==> src/logic/fetchPkg.sv <==
/* Widths, instruction formats, control types and the
   per-slot, resolve and update packets of fetch stage 2. */

package fetchPkg;

  localparam int FetchWidth  = 4;
  localparam int PcWidth     = 32;
  localparam int InstWidth   = 32;
  localparam int TagWidthMax = 8;  // Room for queues up to 256 deep.

  localparam logic [5:0] OpBranch = 6'h04;
  localparam logic [5:0] OpJump   = 6'h02;
  localparam logic [5:0] OpCall   = 6'h03;
  localparam logic [5:0] OpReturn = 6'h08;

  typedef logic [TagWidthMax-1:0] ctiTag_t;

  typedef struct packed {
    logic [5:0]         opcode;
    logic [9:0]         srcRegs;
    logic signed [15:0] offset;   // Word offset from pc+4.
  } branchFmt_t;

  typedef struct packed {
    logic [5:0]  opcode;
    logic [25:0] index;           // Word index within the 256 MB region.
  } jumpFmt_t;

  typedef union packed {
    branchFmt_t br;
    jumpFmt_t   jmp;
  } instWord_u;

  typedef enum logic [1:0] {
    CtReturn = 2'd0,
    CtCall   = 2'd1,
    CtJump   = 2'd2,
    CtBranch = 2'd3                // Only conditional type.
  } ctrlType_e;

  typedef struct packed {
    logic [InstWidth-1:0] inst;
    logic [PcWidth-1:0]   pc;
    logic [PcWidth-1:0]   target;
    ctiTag_t              tag;
    logic                 predTaken;
  } instPacket_t;

  typedef struct packed {
    logic               valid;
    ctiTag_t            tag;
    logic [PcWidth-1:0] target;
    logic               taken;
    logic               mispredict;
  } ctiResolve_t;

  typedef struct packed {
    logic [PcWidth-1:0] pc;
    logic [PcWidth-1:0] target;
    ctrlType_e          ctrlType;
    logic               taken;
  } ctiUpdate_t;

endpackage
==> src/logic/fetchStage2.sv <==
/* Fetch stage 2 top: slot split, four predecoders, the bundle
   filter, the control-transfer queue and packet assembly. */

`timescale 1ns/1ps

module fetchStage2 import fetchPkg::*; #(
  parameter int CtiDepth = 16
) (
  input  logic                          clk,
  input  logic                          rst_i,
  input  logic                          fs1Ready_i,
  input  logic [PcWidth-1:0]            pc_i,
  input  logic [FetchWidth*InstWidth-1:0] bundle_i,
  input  logic [FetchWidth-1:0]         predTaken_i,
  input  logic [FetchWidth-1:0]         btbHit_i,
  input  logic [PcWidth-1:0]            btbTarget_i [FetchWidth],
  input  logic [PcWidth-1:0]            rasTarget_i,
  input  logic                          stall_i,
  output instPacket_t                   instPacket_o [FetchWidth],
  output logic [FetchWidth-1:0]         instValid_o,
  output logic                          redirect_o,
  output logic [PcWidth-1:0]            redirectTarget_o,
  output logic                          redirectCall_o,
  output logic                          redirectReturn_o,
  output logic [PcWidth-1:0]            callPc_o,
  input  ctiResolve_t                   resolve_i,
  input  logic                          commit_i,
  output ctiUpdate_t                    update_o,
  output logic                          updateEn_o,
  output logic                          ctiFull_o,
  output logic                          fs2Ready_o
);

  logic [PcWidth-1:0]    slotPc [FetchWidth];
  instWord_u             slotInst [FetchWidth];
  logic [FetchWidth-1:0] isCtrl;
  ctrlType_e             ctrlType [FetchWidth];
  logic [PcWidth-1:0]    target [FetchWidth];
  logic [FetchWidth-1:0] push;
  ctiTag_t               tag [FetchWidth];
  logic                  full;

  for (genvar k = 0; k < FetchWidth; k++) begin : genSlot
    assign slotPc[k]   = pc_i + PcWidth'(4 * k);  // Slot 0 in the low word.
    assign slotInst[k] = bundle_i[k*InstWidth +: InstWidth];

    preDecode i_preDecode (
      .pc_i       (slotPc[k]),
      .inst_i     (slotInst[k]),
      .predTaken_i(predTaken_i[k]),
      .btbTarget_i(btbTarget_i[k]),
      .rasTarget_i(rasTarget_i),
      .isCtrl_o   (isCtrl[k]),
      .ctrlType_o (ctrlType[k]),
      .target_o   (target[k])
    );

    assign instPacket_o[k] = '{inst:      slotInst[k],
                               pc:        slotPc[k],
                               target:    target[k],
                               tag:       tag[k],
                               predTaken: predTaken_i[k]};
  end

  branchFilter i_filter (
    .isCtrl_i        (isCtrl),
    .ctrlType_i      (ctrlType),
    .target_i        (target),
    .predTaken_i     (predTaken_i),
    .btbHit_i        (btbHit_i),
    .pc_i            (slotPc),
    .stall_i         (stall_i),
    .full_i          (full),
    .valid_o         (instValid_o),
    .push_o          (push),
    .redirect_o      (redirect_o),
    .redirectTarget_o(redirectTarget_o),
    .redirectCall_o  (redirectCall_o),
    .redirectReturn_o(redirectReturn_o),
    .callPc_o        (callPc_o)
  );

  ctiQueue #(
    .CtiDepth(CtiDepth)
  ) i_queue (
    .clk        (clk),
    .rst_i      (rst_i),
    .fs1Ready_i (fs1Ready_i),
    .stall_i    (stall_i),
    .push_i     (push),
    .pc_i       (slotPc),
    .ctrlType_i (ctrlType),
    .target_i   (target),
    .predTaken_i(predTaken_i),
    .resolve_i  (resolve_i),
    .commit_i   (commit_i),
    .tag_o      (tag),
    .update_o   (update_o),
    .updateEn_o (updateEn_o),
    .full_o     (full)
  );

  assign ctiFull_o  = full;
  assign fs2Ready_o = fs1Ready_i & ~full;  // Decode stall is not folded in.

endmodule

==> src/logic/ctiQueue.sv <==
/* Control-transfer queue: tag assignment per bundle, entry storage,
   resolve writes from execute and the registered commit update. */

`timescale 1ns/1ps

module ctiQueue import fetchPkg::*; #(
  parameter int CtiDepth = 16
) (
  input  logic                  clk,
  input  logic                  rst_i,
  input  logic                  fs1Ready_i,
  input  logic                  stall_i,
  input  logic [FetchWidth-1:0] push_i,
  input  logic [PcWidth-1:0]    pc_i [FetchWidth],
  input  ctrlType_e             ctrlType_i [FetchWidth],
  input  logic [PcWidth-1:0]    target_i [FetchWidth],
  input  logic [FetchWidth-1:0] predTaken_i,
  input  ctiResolve_t           resolve_i,
  input  logic                  commit_i,
  output ctiTag_t               tag_o [FetchWidth],
  output ctiUpdate_t            update_o,
  output logic                  updateEn_o,
  output logic                  full_o
);

  localparam int TagWidth = $clog2(CtiDepth);

  ctiUpdate_t          entries [CtiDepth];
  logic [TagWidth-1:0] head;
  logic [TagWidth-1:0] tail;
  logic [TagWidth-1:0] resolveTag;
  logic [TagWidth-1:0] slotTag [FetchWidth];
  logic [2:0]          pushTotal;
  logic [2:0]          pushCount;
  logic                accept;
  logic                empty;
  logic                pop;
  logic                squash;

  assign accept     = fs1Ready_i & ~stall_i & ~full_o;
  assign pop        = commit_i & ~empty;
  assign squash     = resolve_i.valid & resolve_i.mispredict;
  assign resolveTag = resolve_i.tag[TagWidth-1:0];

  // Tag is the tail plus the earlier pushed slots of this bundle.
  always_comb begin
    pushTotal = '0;
    for (int k = 0; k < FetchWidth; k++) begin
      slotTag[k] = tail + TagWidth'(pushTotal);
      tag_o[k]   = ctiTag_t'(slotTag[k]);
      pushTotal  = pushTotal + 3'(push_i[k]);
    end
  end

  assign pushCount = accept ? pushTotal : 3'd0;

  ctiPointers #(
    .CtiDepth(CtiDepth)
  ) i_ptrs (
    .clk        (clk),
    .rst_i      (rst_i),
    .pushCount_i(pushCount),
    .pop_i      (pop),
    .squash_i   (squash),
    .squashTag_i(resolveTag),
    .head_o     (head),
    .tail_o     (tail),
    .full_o     (full_o),
    .empty_o    (empty)
  );

  always_ff @(posedge clk) begin
    for (int k = 0; k < FetchWidth; k++) begin
      if (accept && push_i[k]) begin
        entries[slotTag[k]] <= '{pc:       pc_i[k],
                                 target:   target_i[k],
                                 ctrlType: ctrlType_i[k],
                                 taken:    predTaken_i[k] | (ctrlType_i[k] != CtBranch)};
      end
    end
    if (resolve_i.valid) begin
      entries[resolveTag].target <= resolve_i.target;  // Execute outcome wins.
      entries[resolveTag].taken  <= resolve_i.taken;
    end
    if (pop) update_o <= entries[head];
  end

  always_ff @(posedge clk) begin
    if (rst_i) updateEn_o <= 1'b0;
    else       updateEn_o <= pop;
  end

endmodule

==> src/logic/ctiPointers.sv <==
/* Head, tail and occupancy counters of the control-transfer
   queue, with tail reload on a squash. */

`timescale 1ns/1ps

module ctiPointers import fetchPkg::*; #(
  parameter int CtiDepth = 16
) (
  input  logic                        clk,
  input  logic                        rst_i,
  input  logic [2:0]                  pushCount_i,
  input  logic                        pop_i,
  input  logic                        squash_i,
  input  logic [$clog2(CtiDepth)-1:0] squashTag_i,
  output logic [$clog2(CtiDepth)-1:0] head_o,
  output logic [$clog2(CtiDepth)-1:0] tail_o,
  output logic                        full_o,
  output logic                        empty_o
);

  localparam int TagWidth   = $clog2(CtiDepth);
  localparam int CountWidth = TagWidth + 1;

  logic [CountWidth-1:0] count;
  logic [TagWidth-1:0]   squashSpan;

  assign squashSpan = squashTag_i - head_o;  // Entries older than the squashed tag.

  always_ff @(posedge clk) begin
    if (rst_i) begin
      head_o <= '0;
      tail_o <= '0;
      count  <= '0;
    end else begin
      if (pop_i) head_o <= head_o + 1'b1;
      if (squash_i) begin
        tail_o <= squashTag_i + 1'b1;  // Keep the mispredicted entry.
        count  <= {1'b0, squashSpan} + CountWidth'(1) - CountWidth'(pop_i);
      end else begin
        tail_o <= tail_o + TagWidth'(pushCount_i);
        count  <= count + CountWidth'(pushCount_i) - CountWidth'(pop_i);
      end
    end
  end

  // Room for a whole bundle is kept in reserve.
  assign full_o  = count > CountWidth'(CtiDepth - FetchWidth);
  assign empty_o = count == '0;

endmodule

==> src/logic/branchFilter.sv <==
/* Bundle filter: first taken control slot, slot valid and queue
   push vectors, BTB check and the early redirect to decode. */

`timescale 1ns/1ps

module branchFilter import fetchPkg::*; (
  input  logic [FetchWidth-1:0] isCtrl_i,
  input  ctrlType_e             ctrlType_i [FetchWidth],
  input  logic [PcWidth-1:0]    target_i [FetchWidth],
  input  logic [FetchWidth-1:0] predTaken_i,
  input  logic [FetchWidth-1:0] btbHit_i,
  input  logic [PcWidth-1:0]    pc_i [FetchWidth],
  input  logic                  stall_i,
  input  logic                  full_i,
  output logic [FetchWidth-1:0] valid_o,
  output logic [FetchWidth-1:0] push_o,
  output logic                  redirect_o,
  output logic [PcWidth-1:0]    redirectTarget_o,
  output logic                  redirectCall_o,
  output logic                  redirectReturn_o,
  output logic [PcWidth-1:0]    callPc_o
);

  logic [FetchWidth-1:0] taken;
  logic                  found;
  logic                  btbMiss;

  always_comb begin
    for (int k = 0; k < FetchWidth; k++) begin
      taken[k] = isCtrl_i[k] & ((ctrlType_i[k] != CtBranch) | predTaken_i[k]);
    end
  end

  // Slots after the first taken one are dropped.
  always_comb begin
    found            = 1'b0;
    btbMiss          = 1'b0;
    valid_o          = '1;
    redirectTarget_o = '0;
    callPc_o         = '0;
    redirectCall_o   = 1'b0;
    redirectReturn_o = 1'b0;
    for (int k = 0; k < FetchWidth; k++) begin
      if (found) begin
        valid_o[k] = 1'b0;
      end else if (taken[k]) begin
        found            = 1'b1;
        btbMiss          = ~btbHit_i[k];
        redirectTarget_o = target_i[k];
        callPc_o         = pc_i[k];
        redirectCall_o   = ~btbHit_i[k] & (ctrlType_i[k] == CtCall);
        redirectReturn_o = ~btbHit_i[k] & (ctrlType_i[k] == CtReturn);
      end
    end
  end

  assign push_o     = valid_o & isCtrl_i;  // Every kept control slot gets a tag.
  assign redirect_o = btbMiss & ~stall_i & ~full_i;

endmodule

==> src/logic/preDecode.sv <==
/* Single-slot predecoder: control type and predicted target
   of one instruction. */

`timescale 1ns/1ps

module preDecode import fetchPkg::*; (
  input  logic [PcWidth-1:0] pc_i,
  input  instWord_u          inst_i,
  input  logic               predTaken_i,
  input  logic [PcWidth-1:0] btbTarget_i,
  input  logic [PcWidth-1:0] rasTarget_i,
  output logic               isCtrl_o,
  output ctrlType_e          ctrlType_o,
  output logic [PcWidth-1:0] target_o
);

  logic [PcWidth-1:0] fallThrough;
  logic [PcWidth-1:0] branchTarget;
  logic [PcWidth-1:0] jumpTarget;

  assign fallThrough  = pc_i + PcWidth'(4);
  assign branchTarget = fallThrough + PcWidth'($signed({inst_i.br.offset, 2'b00}));
  assign jumpTarget   = {pc_i[PcWidth-1 -: 4], inst_i.jmp.index, 2'b00};

  // The slot target is the predicted next pc, so a branch predicted
  // not taken carries its fall-through address.
  always_comb begin
    isCtrl_o   = 1'b1;
    ctrlType_o = CtReturn;
    target_o   = btbTarget_i;
    case (inst_i.jmp.opcode)
      OpBranch: begin
        ctrlType_o = CtBranch;
        target_o   = predTaken_i ? branchTarget : fallThrough;
      end
      OpJump: begin
        ctrlType_o = CtJump;
        target_o   = jumpTarget;
      end
      OpCall: begin
        ctrlType_o = CtCall;
        target_o   = jumpTarget;
      end
      OpReturn: begin
        ctrlType_o = CtReturn;
        target_o   = rasTarget_i;  // Popped from the RAS.
      end
      default: begin
        isCtrl_o = 1'b0;  // Not a control transfer.
      end
    endcase
  end

endmodule

==> config.mk <==
export PLATFORM = sky130hd
export DESIGN_NAME = fetchStage2
export DESIGN_NICKNAME = d
export VERILOG_FILES = /design/src/logic/fetchPkg.sv /design/src/logic/fetchStage2.sv /design/src/logic/ctiQueue.sv /design/src/logic/ctiPointers.sv /design/src/logic/branchFilter.sv /design/src/logic/preDecode.sv
export SDC_FILE = /design/constraint.sdc
export NUM_CORES = 2
export LEC_CHECK = 0
export BUFFER_PORTS_ARGS = -buffer_cell sky130_fd_sc_hd__buf_2
export CAP_MARGIN = 10
export CELL_PAD_IN_SITES_DETAIL_PLACEMENT = 1
export CELL_PAD_IN_SITES_GLOBAL_PLACEMENT = 1
export CORE_MARGIN = 2
export CORE_UTILIZATION = 30
export DETAILED_ROUTE_END_ITERATION = 12
export HOLD_SLACK_MARGIN = 0.03
export PLACE_DENSITY_LB_ADDON = 0.1
export SLEW_MARGIN = 20
export SYNTH_ARGS = -nofsm -noshare
export SYNTH_HDL_FRONTEND = slang
export SYNTH_HIERARCHICAL = 1
export SYNTH_SLANG_ARGS = --single-unit
export TNS_END_PERCENT = 50
==> constraint.sdc <==
create_clock -name clk -period 11.51 [get_ports clk]
set_clock_uncertainty 0.2 [all_clocks]
set_input_delay 0 -clock clk [delete_from_list [all_inputs] [get_ports clk]]
set_output_delay 0 -clock clk [all_outputs]
set_load 0.01 [all_outputs]
==> impl_metrics.tcl <==
set metrics [dict create \
    outcome "completed" \
    avg_wl_per_cell_um 46.3 \
    floorplan.die.width_um 589 \
    utilization_pct 34.6 \
    syn-instance-count 12151 \
    detailedPlace.worstSlack_ns 2.66 \
    achievable-frequency_ghz 0.105 \
    synth_cell_type_count 108 \
    number_of_port_buffers 915 \
    min-delay-path-class "in -> reg" \
    grt_first_pass_wirelength_um 1030000 \
    overflow_left_after_global_routing 0 \
    mostFrequentLayoutCells "nand2_1, nor2_1, edfxtp_1" \
    die_area_um2 347000 \
    cts_num_sinks 1153 \
    post-route-min-period_ns 9.52 \
    vias 116612 \
    finish.cell_count_without_fillers 16845 \
    detail-route-antenna-nets 0 \
    ctsLongestPathBuffers 4 \
    worst_ep_required_time_ns 11.31 \
    pwr_density_nw_per_um2 125 \
    number_of_endpoints_with_negative_hold_slack_in_the_final_report 0 \
    worstSetupEndpointType "primary output" \
    nFillCells 39449 \
    critical_path.max_fanout 25 \
    drt_iter0_markers 17823 \
    worst_pin_slew_ns 1.36 \
    timing.critical_path.to "redirectTarget_o[31]" \
    final.period_utilization_pct 82.7 \
    synth_seq_area_share_pct 33.6 \
    initial_cell_density_of_the_core_pct 30.2 \
    finalWeightedCongestion 0.985 \
    slew_headroom_pct 8.94 \
    pin_count 937 \
    vias_per_cell 6.92 \
    timing.reg2reg.setup_slack_ns 5.09 \
    setup-tns-final_ns 0 \
    tritoncts "done" \
    first_global_vias 113413 \
    worst-endpoint-arrival_ns 9.32 \
    nets 12706 \
    post_cts_buffers 0 \
    initial_antenna_violation_count 114 \
    critical_path.slowest_cell "xor2_4" \
    r2r_start "i_queue/i_ptrs/tail_o[0]$_SDFF_PP0_" \
    leakage_nw 44.9 \
    syn_area_per_cell_um2 8.45 \
    layout_commonest_cell "nand2_1" \
    number_of_buffers_created_by_cts 156 \
    worst_setup_path_category "in -> out" \
    track_usage_pct 43.3 \
    final-max-slew-violation-count 0 \
    synthArstFlopShare_pct 0 \
    reg2reg_depth 11 \
    peakVddDrop_v 0.000118 \
    design.core.area_um2 340000 \
    netlist_area_um2 103000 \
    cap_viol_max_count 0 \
    syn2layout_area_growth_pct 14.7 \
    timing.critical_path.cells "dlygate4sd3_1 > buf_2 > nand3_1 > nor2_1 > xor2_4 > nand4_1 > or4_4 > or2_4 > nor3_4 > and3_4 > xor2_1 > ha_1 > nand2_1 > nor2_1 > a211o_1 > a2111oi_2 > o31ai_1 > xor2_1 > mux2i_1 > a21o_1 > a221oi_1 > o2bb2ai_1 > buf_2" \
    rsz0062_at_grt "no" \
    post-place-cells 16352 \
    worst_skew_pair.late_latency_ns 0.87 \
    post-route-drc-count 0 \
    finalSetupViolCount 0 \
    synth_top_flop_cell "edfxtp_1" \
    floorplan.die.height_um 589 \
    synth_enable_flop_cells 1139 \
    grt_max_degree 135 \
    ctsRootBufferMaster "clkbuf_16" \
    ys_warn_count 6 \
    yosys_register_bits 1153 \
    floorplan.rows 214 \
    detailedPlacementHpwl_um 503000 \
    htreeDepth 4 \
    final_layout_size_suffix_gt1_share_pct 19.1 \
    detail_route.wirelength_um 781000 \
    startpoint "pc_i[3]" \
    drt_pre_antenna_iters 11 \
    layout_setup_ws_ns 1.99 \
    r2r-end "i_queue/entries[0][6]$_DFFE_PP_" \
    worst_path_largest_cell_delay_ns 0.89 \
    worst_setup_hold_path_clk_slew_ns 0.06 \
    critical_path.startpoint_type "primary input" \
]
flip-flops by register name, summed over array words and instances, names as in the netlist:
register               cells
i_queue/entries         1072
i_queue/i_ptrs/count       5
i_queue/i_ptrs/tail_o      4
i_queue/updateEn_o         1
i_queue/update_o          67
i_queue/i_ptrs/head_o      4
layer usage:
metal | GRT usage (%) | share of wire (%)
met3 | 13.6 | 12
met5 | 0.602 | 0.084
met2 | 63.7 | 42
met1 | 51.6 | 37
met4 | 35.5 | 9.3
kinds of logic after synthesis:
kind of cell             after synthesis  share of synthesized area [%]
flip-flops                          1153                           33.6
multiplexers                         582                           9.77
XOR/XNOR                             288                           2.51
AND/OR/NAND/NOR                     4875                           21.3
other                                  2                        0.00732
buffers and inverters               1866                           7.93
AO/OA/AOI/OAI                       3200                           22.6
adder cells (fa/ha/maj)              185                           2.32
worst max-delay path, delay by kind of cell:
family                     cells  cell delay (ns)
and+or+nand+nor                9             3.36
AOI/OAI and AO/OA              6             2.52
buffers and inverters          3             1.43
xor gates and xnor gates       3             1.37
adders and majority gates      1             0.36
muxes                          1             0.20
worst min path at each step:
stage	start	end	slack, ns	depth (start not counted)
after detailed placement	bundle_i[86]	instPacket_o[200]	0.007	2
after global routing	bundle_i[70]	i_queue/entries[6][11]$_DFFE_PP_	0.04	5
after CTS	resolve_i[16]	i_queue/entries[13][17]$_DFFE_PP_	0.03	4
final	bundle_i[70]	i_queue/entries[5][11]$_DFFE_PP_	0.02	5
after global placement	bundle_i[86]	instPacket_o[200]	0.007	2
after floorplan	rst_i	i_queue/i_ptrs/count[3]$_SDFF_PP0_	-0.13	1
stage by stage:
step / total power, mW / hold WS [ns] / instance area, µm²
2_1_floorplan: 7.67 / -0.131 / 103000
3_3_place_gp: 9.77 / 0.00679 / 111000
3_5_place_dp: 9.82 / 0.00686 / 111000
4_1_cts: 14.6 / 0.0302 / 117000
5_1_grt: 15.0 / 0.0384 / 118000
6_report: 14.7 / 0.0191 / 118000
what timing repair did:
item | CTS | global route
resized for setup | 0 | 0
hold buffers | 166 | 1
endpoints found under the hold margin | 1079 | 4
power by group:
part,internal [mW],switching [mW]
logic,1.74,3.25
registers,4.83,0.133
clock network,2.66,2.12
total,9.23,5.51
cells in the mapped netlist (18+ instances only):
library cell | n | share of area (%)
a21boi_0 | 29 | 0.21
nand2b_1 | 39 | 0.24
nand4_1 | 65 | 0.40
nor3b_1 | 18 | 0.13
xnor2_1 | 188 | 1.6
a311oi_1 | 109 | 0.93
inv_1 | 107 | 0.39
a21oi_1 | 345 | 1.7
a221oi_1 | 73 | 0.62
o21ai_0 | 402 | 2.0
xor2_1 | 93 | 0.79
buf_1 | 229 | 0.84
a31oi_1 | 440 | 2.7
edfxtp_1 | 1139 | 33
ha_1 | 176 | 2.1
a222oi_1 | 105 | 1.0
a22oi_1 | 20 | 0.15
and2_1 | 84 | 0.51
mux2i_1 | 238 | 2.3
nor2b_1 | 26 | 0.16
a211o_1 | 135 | 1.2
clkbuf_1 | 1150 | 4.2
buf_6 | 19 | 0.21
o2bb2ai_1 | 66 | 0.56
nor4_1 | 20 | 0.12
or2_2 | 18 | 0.11
a221o_1 | 24 | 0.23
o211ai_1 | 42 | 0.31
o21ai_1 | 32 | 0.16
nand2_1 | 2120 | 7.8
a21o_1 | 218 | 1.6
o21a_1 | 22 | 0.16
mux4_2 | 335 | 7.4
buf_2 | 147 | 0.72
a311o_1 | 262 | 2.6
and3_1 | 620 | 3.8
a211oi_1 | 383 | 2.8
nand3_1 | 126 | 0.61
o31ai_1 | 391 | 2.9
buf_4 | 203 | 1.5
or3_1 | 23 | 0.14
nor2_1 | 1318 | 4.8
nor3_1 | 281 | 1.4
layout make-up:
| class | instances | area, µm² | share of cell area, % |
|---|---|---|---|
| Timing Repair Buffer | 1577 | 10200 | 8.67 |
| Clock inverter | 67 | 509 | 0.433 |
| Inverter | 110 | 414 | 0.352 |
| Antenna cell | 59 | 148 | 0.125 |
| Tap cell | 4536 | 5680 | 4.82 |
| Clock buffer | 196 | 4100 | 3.48 |
| Sequential cell | 1153 | 34500 | 29.3 |
| Multi-Input combinational cell | 9147 | 62200 | 52.8 |
Note: power is estimated with default switching activity, not from simulation.
